$ cat src/rvCorePkg.sv
package rvCorePkg;

    localparam int xlen = 32;
    localparam int regAddrW = 5;

    // major opcodes
    localparam logic [6:0] opLui = 7'b0110111;
    localparam logic [6:0] opAuipc = 7'b0010111;
    localparam logic [6:0] opJal = 7'b1101111;
    localparam logic [6:0] opJalr = 7'b1100111;
    localparam logic [6:0] opBranch = 7'b1100011;
    localparam logic [6:0] opLoad = 7'b0000011;
    localparam logic [6:0] opStore = 7'b0100011;
    localparam logic [6:0] opImm = 7'b0010011;
    localparam logic [6:0] opReg = 7'b0110011;

    typedef enum logic [3:0] {
        aluAdd,
        aluSub,
        aluSll,
        aluSlt,
        aluSltu,
        aluXor,
        aluSrl,
        aluSra,
        aluOr,
        aluAnd,
        aluPassB
    } aluOpT;

    typedef enum logic [2:0] {
        immI,
        immS,
        immB,
        immU,
        immJ
    } immSelT;

    typedef enum logic {
        aSrcRs1 = 1'b0,
        aSrcPc = 1'b1
    } aSrcT;

    // 00 rs2, 01 immediate, 10 constant four
    typedef enum logic [1:0] {
        bSrcRs2 = 2'b00,
        bSrcImm = 2'b01,
        bSrcFour = 2'b10
    } bSrcT;

    typedef struct packed {
        immSelT immSel;
        logic enWreg;
        logic enWmem;
        logic load;
        logic branch;
        logic jump;
        logic jalr;
        aSrcT aSrc;
        bSrcT bSrc;
        aluOpT aluSel;
    } ctrlT;

    typedef struct packed {
        logic [6:0] funct7;
        logic [4:0] rs2;
        logic [4:0] rs1;
        logic [2:0] funct3;
        logic [4:0] rd;
        logic [6:0] opcode;
    } rTypeT;

    typedef struct packed {
        logic [11:0] imm11To0;
        logic [4:0] rs1;
        logic [2:0] funct3;
        logic [4:0] rd;
        logic [6:0] opcode;
    } iTypeT;

    typedef struct packed {
        logic [6:0] imm11To5;
        logic [4:0] rs2;
        logic [4:0] rs1;
        logic [2:0] funct3;
        logic [4:0] imm4To0;
        logic [6:0] opcode;
    } sTypeT;

    typedef struct packed {
        logic imm12;
        logic [5:0] imm10To5;
        logic [4:0] rs2;
        logic [4:0] rs1;
        logic [2:0] funct3;
        logic [3:0] imm4To1;
        logic imm11;
        logic [6:0] opcode;
    } bTypeT;

    typedef struct packed {
        logic [19:0] imm31To12;
        logic [4:0] rd;
        logic [6:0] opcode;
    } uTypeT;

    typedef struct packed {
        logic imm20;
        logic [9:0] imm10To1;
        logic imm11;
        logic [7:0] imm19To12;
        logic [4:0] rd;
        logic [6:0] opcode;
    } jTypeT;

    // one instruction word, seen through each encoding format
    typedef union packed {
        rTypeT rType;
        iTypeT iType;
        sTypeT sType;
        bTypeT bType;
        uTypeT uType;
        jTypeT jType;
    } instrU;

endpackage

$ cat src/alu.sv
`timescale 1ns/1ns

module alu import rvCorePkg::*; (
    input logic [xlen-1:0] a,
    input logic [xlen-1:0] b,
    input aluOpT aluSel,
    output logic [xlen-1:0] result
);

    logic [4:0] shamt;

    // only the low five bits shift
    assign shamt = b[4:0];

    always_comb begin
        case (aluSel)
            aluAdd: result = a + b;
            aluSub: result = a - b;
            aluSll: result = a << shamt;
            aluSlt: result = {{(xlen-1){1'b0}}, $signed(a) < $signed(b)};
            aluSltu: result = {{(xlen-1){1'b0}}, a < b};
            aluXor: result = a ^ b;
            aluSrl: result = a >> shamt;
            aluSra: result = $signed(a) >>> shamt;
            aluOr: result = a | b;
            aluAnd: result = a & b;
            aluPassB: result = b;
            default: result = '0;
        endcase
    end

    always_comb begin
        assert (aluSel inside {aluAdd, aluSub, aluSll, aluSlt, aluSltu, aluXor,
                               aluSrl, aluSra, aluOr, aluAnd, aluPassB})
            else $error("alu: undefined operation code %0d", aluSel);
    end

endmodule

$ cat src/branchUnit.sv
`timescale 1ns/1ns

module branchUnit import rvCorePkg::*; (
    input logic [xlen-1:0] rs1Data,
    input logic [xlen-1:0] rs2Data,
    input logic [xlen-1:0] pc,
    input logic [xlen-1:0] imm,
    input logic [xlen-1:0] aluResult,
    input logic [2:0] funct3,
    input ctrlT ctrl,
    output logic taken,
    output logic [xlen-1:0] nextPc
);

    logic condMet;

    always_comb begin
        case (funct3)
            3'b000: condMet = (rs1Data == rs2Data);
            3'b001: condMet = (rs1Data != rs2Data);
            3'b100: condMet = ($signed(rs1Data) < $signed(rs2Data));
            3'b101: condMet = ($signed(rs1Data) >= $signed(rs2Data));
            3'b110: condMet = (rs1Data < rs2Data);
            3'b111: condMet = (rs1Data >= rs2Data);
            default: condMet = 1'b0;
        endcase
    end

    assign taken = ctrl.jump | (ctrl.branch & condMet);

    // jalr target is rs1 + imm from the alu
    always_comb begin
        if (ctrl.jalr) begin
            nextPc = {aluResult[xlen-1:1], 1'b0};
        end else if (taken) begin
            nextPc = pc + imm;
        end else begin
            nextPc = pc + 32'd4;
        end
    end

endmodule

$ cat src/controlUnit.sv
`timescale 1ns/1ns

module controlUnit import rvCorePkg::*; (
    input instrU inst,
    output ctrlT ctrl,
    output logic illegal
);

    logic isLui;
    logic isAuipc;
    logic isJal;
    logic isJalr;
    logic isBranch;
    logic isLoad;
    logic isStore;
    logic isImm;
    logic isReg;
    logic [2:0] funct3;
    logic altFunct;
    aluOpT riSel;
    aluOpT bSel;

    assign funct3 = inst.rType.funct3;
    // bit 5 of funct7 picks SUB and SRA
    assign altFunct = inst.rType.funct7[5];

    // opcode groups, all compared in parallel
    assign isLui = (inst.rType.opcode == opLui);
    assign isAuipc = (inst.rType.opcode == opAuipc);
    assign isJal = (inst.rType.opcode == opJal);
    assign isJalr = (inst.rType.opcode == opJalr);
    assign isBranch = (inst.rType.opcode == opBranch);
    assign isLoad = (inst.rType.opcode == opLoad);
    assign isStore = (inst.rType.opcode == opStore);
    assign isImm = (inst.rType.opcode == opImm);
    assign isReg = (inst.rType.opcode == opReg);

    // the all-zero word lands here too, its opcode is unknown
    assign illegal = ~(isLui | isAuipc | isJal | isJalr | isBranch |
                       isLoad | isStore | isImm | isReg);

    assign ctrl.immSel = isStore ? immS :
                         isBranch ? immB :
                         (isLui | isAuipc) ? immU :
                         isJal ? immJ : immI;

    assign ctrl.enWreg = isLui | isAuipc | isJal | isJalr | isLoad | isImm | isReg;
    assign ctrl.enWmem = isStore;
    assign ctrl.load = isLoad;
    assign ctrl.branch = isBranch;
    assign ctrl.jump = isJal | isJalr;
    assign ctrl.jalr = isJalr;

    assign ctrl.aSrc = (isAuipc | isJal) ? aSrcPc : aSrcRs1;
    assign ctrl.bSrc = isJal ? bSrcFour :
                       (isReg | isBranch) ? bSrcRs2 : bSrcImm;

    always_comb begin
        case (funct3)
            3'b000: riSel = (isReg && altFunct) ? aluSub : aluAdd;
            3'b001: riSel = aluSll;
            3'b010: riSel = aluSlt;
            3'b011: riSel = aluSltu;
            3'b100: riSel = aluXor;
            3'b101: riSel = altFunct ? aluSra : aluSrl;
            3'b110: riSel = aluOr;
            default: riSel = aluAnd;
        endcase
    end

    // beq/bne subtract, blt/bge signed compare, bltu/bgeu unsigned
    assign bSel = (funct3[2] & funct3[1]) ? aluSltu :
                  (funct3[2] ^ funct3[1]) ? aluSlt : aluSub;

    assign ctrl.aluSel = (isImm | isReg) ? riSel :
                         isBranch ? bSel :
                         isLui ? aluPassB : aluAdd;

    always_comb begin
        assert (!(ctrl.enWreg && ctrl.enWmem))
            else $error("controlUnit: register and memory write both enabled");
    end

endmodule

$ cat src/immGen.sv
`timescale 1ns/1ns

module immGen import rvCorePkg::*; (
    input instrU inst,
    input immSelT immSel,
    output logic [xlen-1:0] imm
);

    always_comb begin
        case (immSel)
            immI: begin
                imm = {{20{inst.iType.imm11To0[11]}}, inst.iType.imm11To0};
            end
            immS: begin
                imm = {{20{inst.sType.imm11To5[6]}}, inst.sType.imm11To5,
                       inst.sType.imm4To0};
            end
            // branch offsets are in halfwords, bit 0 always zero
            immB: begin
                imm = {{19{inst.bType.imm12}}, inst.bType.imm12, inst.bType.imm11,
                       inst.bType.imm10To5, inst.bType.imm4To1, 1'b0};
            end
            immU: begin
                imm = {inst.uType.imm31To12, 12'b0};
            end
            immJ: begin
                imm = {{11{inst.jType.imm20}}, inst.jType.imm20, inst.jType.imm19To12,
                       inst.jType.imm11, inst.jType.imm10To1, 1'b0};
            end
            default: begin
                imm = '0;
            end
        endcase
    end

endmodule

$ cat src/regFile.sv
`timescale 1ns/1ns

module regFile import rvCorePkg::*; (
    input logic clk,
    input logic rstN,
    input logic [regAddrW-1:0] rs1Addr,
    input logic [regAddrW-1:0] rs2Addr,
    input logic [regAddrW-1:0] rdAddr,
    input logic wrEn,
    input logic [xlen-1:0] wrData,
    output logic [xlen-1:0] rs1Data,
    output logic [xlen-1:0] rs2Data
);

    // x0 has no storage
    logic [xlen-1:0] regs [1:31];

    always_ff @(posedge clk or negedge rstN) begin
        if (!rstN) begin
            for (int i = 1; i < 32; i++) begin
                regs[i] <= '0;
            end
        end else if (wrEn && (rdAddr != '0)) begin
            regs[rdAddr] <= wrData;
        end
    end

    assign rs1Data = (rs1Addr == '0) ? '0 : regs[rs1Addr];
    assign rs2Data = (rs2Addr == '0) ? '0 : regs[rs2Addr];

    x0ReadsZero: assert property (
        @(posedge clk) disable iff (!rstN)
        ((rs1Addr != '0) || (rs1Data == '0)) &&
        ((rs2Addr != '0) || (rs2Data == '0))
    ) else $error("regFile: x0 read returned a nonzero value");

endmodule

$ cat src/rvExecCore.sv
`timescale 1ns/1ns

module rvExecCore import rvCorePkg::*; (
    input logic clk,
    input logic rstN,
    input logic instValid,
    input instrU inst,
    input logic [xlen-1:0] pc,
    input logic [xlen-1:0] loadData,
    output logic memRead,
    output logic memWrite,
    output logic [xlen-1:0] memAddr,
    output logic [xlen-1:0] memWdata,
    output logic wbValid,
    output logic [regAddrW-1:0] wbRd,
    output logic [xlen-1:0] wbData,
    output logic [xlen-1:0] nextPc,
    output logic halted
);

    ctrlT ctrl;
    logic illegal;
    logic retire;
    logic [xlen-1:0] imm;
    logic [xlen-1:0] rs1Data;
    logic [xlen-1:0] rs2Data;
    logic [xlen-1:0] opA;
    logic [xlen-1:0] opB;
    logic [xlen-1:0] aluResult;
    logic [xlen-1:0] pcPlus4;

    controlUnit uCtrl (
        .inst(inst),
        .ctrl(ctrl),
        .illegal(illegal)
    );

    immGen uImm (
        .inst(inst),
        .immSel(ctrl.immSel),
        .imm(imm)
    );

    regFile uRegs (
        .clk(clk),
        .rstN(rstN),
        .rs1Addr(inst.rType.rs1),
        .rs2Addr(inst.rType.rs2),
        .rdAddr(wbRd),
        .wrEn(wbValid),
        .wrData(wbData),
        .rs1Data(rs1Data),
        .rs2Data(rs2Data)
    );

    assign opA = (ctrl.aSrc == aSrcPc) ? pc : rs1Data;

    always_comb begin
        case (ctrl.bSrc)
            bSrcImm: opB = imm;
            bSrcFour: opB = 32'd4;
            default: opB = rs2Data;
        endcase
    end

    alu uAlu (
        .a(opA),
        .b(opB),
        .aluSel(ctrl.aluSel),
        .result(aluResult)
    );

    branchUnit uBranch (
        .rs1Data(rs1Data),
        .rs2Data(rs2Data),
        .pc(pc),
        .imm(imm),
        .aluResult(aluResult),
        .funct3(inst.rType.funct3),
        .ctrl(ctrl),
        .taken(),
        .nextPc(nextPc)
    );

    // nothing retires once halted
    assign retire = instValid & ~halted & ~illegal;

    always_ff @(posedge clk or negedge rstN) begin
        if (!rstN) begin
            halted <= 1'b0;
        end else if (instValid && illegal) begin
            halted <= 1'b1;
        end
    end

    assign pcPlus4 = pc + 32'd4;

    assign memAddr = aluResult;
    assign memWdata = rs2Data;
    assign memRead = retire & ctrl.load;
    assign memWrite = retire & ctrl.enWmem;

    assign wbRd = inst.rType.rd;
    assign wbValid = retire & ctrl.enWreg & (wbRd != '0);
    assign wbData = ctrl.load ? loadData :
                    ctrl.jump ? pcPlus4 : aluResult;

    memExclusive: assert property (
        @(posedge clk) disable iff (!rstN)
        !(memRead && memWrite)
    ) else $error("rvExecCore: memRead and memWrite both high");

endmodule

$ cat config.mk
export PLATFORM = sky130hd
export DESIGN_NAME = rvExecCore
export DESIGN_NICKNAME = d
export VERILOG_FILES = /design/src/rvCorePkg.sv /design/src/alu.sv /design/src/branchUnit.sv /design/src/controlUnit.sv /design/src/immGen.sv /design/src/regFile.sv /design/src/rvExecCore.sv
export SDC_FILE = /design/constraint.sdc
export NUM_CORES = 2
export LEC_CHECK = 0
export BUFFER_PORTS_ARGS = -buffer_cell sky130_fd_sc_hd__buf_2
export CAP_MARGIN = 40
export CELL_PAD_IN_SITES_DETAIL_PLACEMENT = 1
export CELL_PAD_IN_SITES_GLOBAL_PLACEMENT = 1
export CORE_MARGIN = 2
export CORE_UTILIZATION = 40
export CTS_BUF_LIST = sky130_fd_sc_hd__clkbuf_8
export CTS_CLUSTER_DIAMETER = 150
export DETAILED_ROUTE_END_ITERATION = 12
export PLACE_DENSITY_LB_ADDON = 0.05
export SLEW_MARGIN = 10
export SYNTH_ARGS = -nofsm -noshare
export SYNTH_HDL_FRONTEND = slang
export SYNTH_SLANG_ARGS = --single-unit
$ cat constraint.sdc
create_clock -name clk -period 7.35 [get_ports clk]
set_input_delay 0.735 -clock clk [delete_from_list [all_inputs] [get_ports clk]]
set_output_delay 0.735 -clock clk [all_outputs]
set_load 0.02 [all_outputs]
* Yosys cells after proc, flatten, opt, wreduce, memory -nomap -nowiden
Index checks and enable logic that the tools add are counted.
** Cells by class
- $add $sub $neg :: 4
- Order comparisons :: 10
- Equality and inequality tests :: 34
- Shift operators :: 3
- Multiplexer cells :: 35
- Bitwise logic cells :: 33
- Reduce and logical (&&, ||, !) cells :: 10
** Operator list (count)
- 992-bit bitwise mux :: 1
- 32-bit 2-to-1 mux :: 12
- 32-bit case mux with 11 select lines :: 1
- 32-bit binary-select mux with 5-bit select :: 2
- 32-bit demux with 5-bit select :: 1
- 32-bit case mux with 5 select lines :: 1
- 32-bit < comparator :: 4
- 32-bit adder :: 2
- 32-bit >= comparator :: 2
- 32-bit case mux with 2 select lines :: 1
- 32-bit by 3-bit adder with 32-bit output, second input constant :: 1
- 32-bit bitwise AND :: 1
- 32-bit == test :: 1
- 32-bit != test :: 1
- 32-bit bitwise OR :: 1
- 32-bit by 5-bit << shifter with 32-bit output :: 1
- 32-bit by 5-bit >> shifter with 32-bit output :: 1
- 32-bit by 5-bit >>> shifter with 32-bit output :: 1
- 32-bit subtractor :: 1
- 32-bit XOR :: 1
- 4-bit case mux with 7 select lines :: 1
- 7-bit by 6-bit == test with 1-bit output, second input constant :: 3
- 7-bit == test, second input constant :: 3
- 6-bit >= comparator, second input constant :: 3
- other kinds (27) :: 82
** Word-level totals
- Bits in registers :: 993
- Bits of input ports :: 99
- Output and inout bits :: 137
- Word-level logic and storage cells :: 161

* Longest topological paths before layout
- Depth in word-level cells :: 13
- Mapped depth :: 30

* By module
A second synthesis with hierarchy kept.
** Second synthesis, totals
- Cell total of the unflattened synthesis :: 6144
- Area, all modules :: 68987.4 um^2
** By module, submodules not included
- regFile :: times used 1, cells each 3779, area each 53543.9 um^2, sequential area each 24823.8 um^2
- alu :: times used 1, cells each 1381, area each 8932.3 um^2, sequential area each 0.0 um^2
- branchUnit :: times used 1, cells each 520, area each 3574.7 um^2, sequential area each 0.0 um^2
- rvExecCore :: times used 1, cells each 318, area each 2026.9 um^2, sequential area each 25.0 um^2
- immGen :: times used 1, cells each 94, area each 540.5 um^2, sequential area each 0.0 um^2
- controlUnit :: times used 1, cells each 52, area each 369.1 um^2, sequential area each 0.0 um^2

* Worst setup path before layout
OpenSTA, ideal clock, no wires.
- Path kind :: input to output
- Start :: input port inst[21] (netlist name)
- End :: output port wbData[22]
- Arrival time :: 7.184 ns
- Path slack :: -0.569 ns
- Stages on the path :: 26
- Cell sequence :: buf_2 > buf_2 > buf_2 > buf_6 > buf_6 > buf_2 > buf_1 > buf_2 > mux4_2 > mux4_2 > mux2i_1 > o21ai_0 > ha_1 > clkbuf_1 > or4_1 > nor3_1 > and3_1 > a21oi_1 > o221ai_1 > o31ai_1 > a211oi_1 > o2111ai_1 > or4_1 > o21ai_1 > clkbuf_1 > inv_1
** Between the ends
- Cells in the longest elaborated chain, start to end :: 10
** Ends and longest elaborated chain
- start: declaration :: RTL line rvExecCore.sv:7 : input instrU inst,
- 5-bit inverter with 6-bit output (not written as such) :: RTL line regFile.sv:29 : assign rs2Data = (rs2Addr == '0) ? '0 : regs[rs2Addr];
- 32-bit binary-select mux with 5-bit select :: RTL line regFile.sv:29
- 32-bit 2-to-1 mux (not written as such) (2 in series) :: RTL line regFile.sv:29
- 32-bit 2-to-1 mux :: RTL line regFile.sv:29
- 32-bit case mux with 2 select lines * :: RTL line rvExecCore.sv:59 : case (ctrl.bSrc)
- 32-bit subtractor (tied with other cells) :: RTL line alu.sv:18 : aluSub: result = a - b;
- 32-bit case mux with 11 select lines * :: RTL line alu.sv:16 : case (aluSel)
- named net memAddr[22] :: RTL line rvExecCore.sv:12 : output logic [xlen-1:0] memAddr,
- 32-bit 2-to-1 mux * :: RTL line rvExecCore.sv:106 : ctrl.jump ? pcPlus4 : aluResult;
- 32-bit 2-to-1 mux * :: RTL line rvExecCore.sv:105 : assign wbData = ctrl.load ? loadData :
- end: declaration :: RTL line rvExecCore.sv:16 : output logic [xlen-1:0] wbData,
The timed path passes the listed nets; every way through them passes the cells marked *. The select of a mux whose other input is x is not followed.

* Final worst setup path
- Start :: register uRegs.regs[416] (netlist name)
- End :: output port wbData[30]
** Between the ends
- Cells in the longest elaborated chain, start to end :: 9
** Ends and longest elaborated chain
- start: declaration :: RTL line regFile.sv:16 : logic [xlen-1:0] regs [1:31];
- start signal: indexed assignment :: RTL line regFile.sv:24 : regs[rdAddr] <= wrData;
- 32-bit binary-select mux with 5-bit select (on tied branches) :: RTL line regFile.sv:29, regFile.sv:28
- 32-bit 2-to-1 mux (on tied branches) (3 in series) :: RTL line regFile.sv:29, regFile.sv:28
- 32-bit case mux with 2 select lines / 32-bit 2-to-1 mux (equally long branches) :: RTL line rvExecCore.sv:59, rvExecCore.sv:56
- 32-bit subtractor (tied with other cells) :: RTL line alu.sv:18
- 32-bit case mux with 11 select lines * :: RTL line alu.sv:16
- 32-bit 2-to-1 mux * :: RTL line rvExecCore.sv:106
- 32-bit 2-to-1 mux * :: RTL line rvExecCore.sv:105
Mark *: on every way between the ends. The rest lies on a longest branch, timed or not. The select of a mux whose other input is x is not followed.

==> flow_summary.yaml <==
synthesis:
  ys_dominant_reg_cell: "sky130_fd_sc_hd__dfrtp_1"
  async_reset_ff_share_pct: 100
  synth_top_family_by_area: "compound AO/OA/AOI/OAI gates"
  synth_top_cell_area_share_pct: 36.5
  synth-adder-area-share_pct: 3.16
  sequential_element_share_of_the_synthesized_area_pct: 36.5
  muxShareOfSynthArea_pct: 18.9
  syn_area_per_cell_um2: 9.42
  synth_compound_area_share_pct: 20.5
  yosysWarningCount: 0
  synth_edf_count: 0
  synth.largest_area_cell: "sky130_fd_sc_hd__dfrtp_1"
  synthCells: 7234
  netlist_area_um2: 68100
  synth_nets: 7503
  synth.distinct_cells: 100
  synth.area.top_cells: "sky130_fd_sc_hd__dfrtp_1 36%, sky130_fd_sc_hd__mux4_2 13%, sky130_fd_sc_hd__a21oi_1 6.4%"
  post_synth_and_or_nand_nor_area_fraction_pct: 13.9
  post_synth_xor_area_fraction_pct: 0.938
  ys_ff_latch: 993
place:
  detailedPlacementHpwl_mm: 279
  number_of_buffer_cells_added_on_primary_ports: 235
  dp_cells: 9973
  place_congestion: 1.06
  placedInstanceArea_um2: 77900
outcome:
  failed_checks: "negative setup slack"
  run_status: "finished, violations left"
layout:
  drive_above_1_share_pct: 27.9
  mostFrequentLayoutCell: "sky130_fd_sc_hd__nor2_1"
  areaGrowthSynthToFinish_pct: 22.1
  most-common-layout-cells: "1080 x sky130_fd_sc_hd__nor2_1, 993 x sky130_fd_sc_hd__dfrtp_1, 880 x sky130_fd_sc_hd__buf_4"
  multiInputGateArea_um2: 40400
  layoutNonFillerInstCount: 10400
  final.fill_count: 19200
  area.sequential_um2: 24800
  stdcell_area_um2: 83200
  total_number_of_nets_in_the_final_design: 8259
job:
  drv_cap: 0
timing:
  timing.setup.tns_ns: -0.0750
  postLayoutSetupSlackWorst_ns: -0.0750
  grt_setup_unrepaired: "yes"
  finalMaxSlewViolations: 0
  slew_worst_pin_ns: 1.27
  final_min_period_over_clock_period_pct: 101
  final.min_clock_period_ns: 7.42
  maxSlewHeadroom_pct: 15.3
  finalSetupViolCount: 1
  finalClockSkew_ns: 0.0884
  final_hold_fails: 0
  timing.fmax_ghz: 0.135
global_route:
  grt_overflow_total: 0
  grtUsageMet1_pct: 55.8
  groute.layer.met3.usage_pct: 8.39
  grt_util_all_layers_pct: 42.2
  grt_first_pass_wirelength_mm: 523
  grt_max_degree: 177
  via_count_of_the_first_global_routing_pass: 67900
  use_met2_pct: 64.0
  grt_antenna_before_repair: 25
  grt-busiest-layer: "met2"
pwr:
  power.share.clock_pct: 36.1
  power.internal_w: 0.00978
  max_rail_drop_vdd_mv: 0.193
  switching_share_pct: 35.4
  static-leakage-power_nw: 37.9
  p_comb_share_pct: 27.6
  pwr-share-seq_pct: 36.2
  total_power_w: 0.0152
  cellPowerDensity_nw_per_um2: 182
  p_sw_w: 0.00537
clocking:
  cts_num_sinks: 993
  clk_pin_slew_worst_paths_ns: 0.06
  insertion_delay_ns: 0.95
  htree_levels: 4
  tritoncts_clock_tree: "done"
  clock_tree.buffer_depth: 3
  cts_inserted_buffers: 180
  cts.root.buffer_cell: "sky130_fd_sc_hd__clkbuf_8"
drt:
  drt_pre_antenna_iters: 7
  antenna_violating_nets_post_route: 0
  drc: 0
  drt-vias-per-instance: 6.52
  finalWirelength_mm: 374
  routed_wire_length_per_instance_um: 36.1
  vias: 67500
  drt_iter0_markers: 7475
die:
  die_area_um2: 174000
  effective_utilization_at_floorplan_pct: 40.2
  fp.dieH_um: 417
  row_count: 151
  core_region_area_um2: 169000
  fp.dieW_um: 417
  pin_count: 236
worst_setup_path:
  critPathArrivalTime_ns: 6.69
  endpoint_kind: "primary output"
  crit_path_launch_type: "register"
  crit_required_ns: 6.61
  critPathKind: "reg2out"
  cp_max_fo: 3
hold_path:
  min-delay-path-class: "in2reg"
-- cells in the mapped netlist, drive strengths merged (16+ instances only) --
library cell / count
nor2: 1117
dfrtp: 993
a21oi: 895
nand2: 454
mux4: 419
clkbuf: 390
o21ai: 370
mux2i: 254
buf: 231
a31oi: 225
inv: 183
ha: 167
nand3: 104
a22oi: 103
nor3: 103
o211ai: 80
a211oi: 76
mux2: 71
nand2b: 63
dlygate4sd3: 58
xnor2: 52
a21o: 48
or3: 47
nor2b: 44
a221oi: 42
o22ai: 42
and3: 35
o21a: 35
and2: 34
nand4: 31
o31ai: 30
or2: 27
o211a: 24
nand3b: 22
o2bb2ai: 22
a211o: 21
xor2: 21
a22o: 20
a221o: 17
a222oi: 16
-- cell type report --
class | count | area share (%)
antenna | 15 | 0.0451
clock buffer | 224 | 3.71
clock inverter | 93 | 0.721
inverter | 187 | 0.850
multi-input combinational | 5375 | 48.6
sequential | 993 | 29.9
tap | 2218 | 3.34
timing repair buffer | 1253 | 12.9
-- registers in the layout (all words and copies together) (netlist names) --
| signal | cells |
|---|---|
| halted | 1 |
| uRegs.regs | 992 |
-- path summary, 6_finish.rpt --
kind,start,end,slack (ns),cells past startpoint
worst max-delay path,uRegs.regs[416]$_DFFE_PN0P_,wbData[30],-0.07,25
worst min-delay path,instValid,halted$_DFFE_PN0P_,0.11,2
worst max register to register,uRegs.regs[416]$_DFFE_PN0P_,uRegs.regs[60]$_DFFE_PN0P_,1.06,27
worst min register to register,uRegs.regs[53]$_DFFE_PN0P_,uRegs.regs[53]$_DFFE_PN0P_,0.51,2
max in group asynchronous,rstN,uRegs.regs[287]$_DFFE_PN0P_,5.11,4
min in group asynchronous,rstN,uRegs.regs[472]$_DFFE_PN0P_,0.38,2
-- timing repair --
action,in CTS,in global routing
endpoints found under the setup margin,61,62
hold endpoints to repair,91,0
pin swaps,26,42
resized for setup,97,120
gates cloned,1,8
hold buffers,1,0
setup buffers,14,30
-- cells by family after synthesis --
kind of cell / count (synthesis)
mux: 744
flops: 993
xor+xnor: 73
compound gates: 2234
simple gates: 2154
buf+inv: 866
fa+ha+maj: 170
-- routing by layer --
layer	share of wire, %	up-vias
met3	7.9	939
li1	-	28200
met5	0.022	-
met1	41	35000
met2	44	3299
met4	7.3	12
-- critical path, stage by stage (launching register included) --
cell and delay, ns:
sky130_fd_sc_hd__dfrtp_1 0.42, sky130_fd_sc_hd__mux4_2 0.48, sky130_fd_sc_hd__mux4_2 0.50, sky130_fd_sc_hd__o211ai_1 0.19, sky130_fd_sc_hd__buf_4 0.19, sky130_fd_sc_hd__o21ai_4 0.08, sky130_fd_sc_hd__inv_2 0.08, sky130_fd_sc_hd__ha_4 0.15
sky130_fd_sc_hd__inv_2 0.04, sky130_fd_sc_hd__fa_2 0.37, sky130_fd_sc_hd__a21oi_2 0.14, sky130_fd_sc_hd__buf_4 0.16, sky130_fd_sc_hd__nor3_4 0.05, sky130_fd_sc_hd__or3_4 0.34, sky130_fd_sc_hd__and3_4 0.19, sky130_fd_sc_hd__a21oi_4 0.17
sky130_fd_sc_hd__o221ai_4 0.15, sky130_fd_sc_hd__a311o_2 0.45, sky130_fd_sc_hd__a2111oi_4 0.40, sky130_fd_sc_hd__or3_4 0.20, sky130_fd_sc_hd__nand3_4 0.14, sky130_fd_sc_hd__buf_6 0.18, sky130_fd_sc_hd__o21ai_4 0.35, sky130_fd_sc_hd__buf_12 0.17
sky130_fd_sc_hd__nand2_8 0.05, sky130_fd_sc_hd__buf_6 0.14
-- through the flow --
stage	util [%]	setup slack [ns]	hold slack, ns
4_1_cts	48.5	0.00619	0.0331
3_3_place_gp	45.8	-0.928	0.475
3_5_place_dp	46.0	-1.05	0.492
6_report	49.1	-0.0750	0.107
2_1_floorplan	-	-0.0337	0.439
5_1_grt	49.1	-0.157	0.0697
-- power groups by stage --
stage	registers, W	clock network, W	logic [W]
floorplan	0.00559	0	0.00176
global placement	0.00559	0	0.00389
detailed placement	0.00559	0	0.00390
CTS	0.00549	0.00555	0.00399
global route	0.00549	0.00578	0.00430
finish	0.00549	0.00548	0.00418
Power figures use the tool's default switching activity.
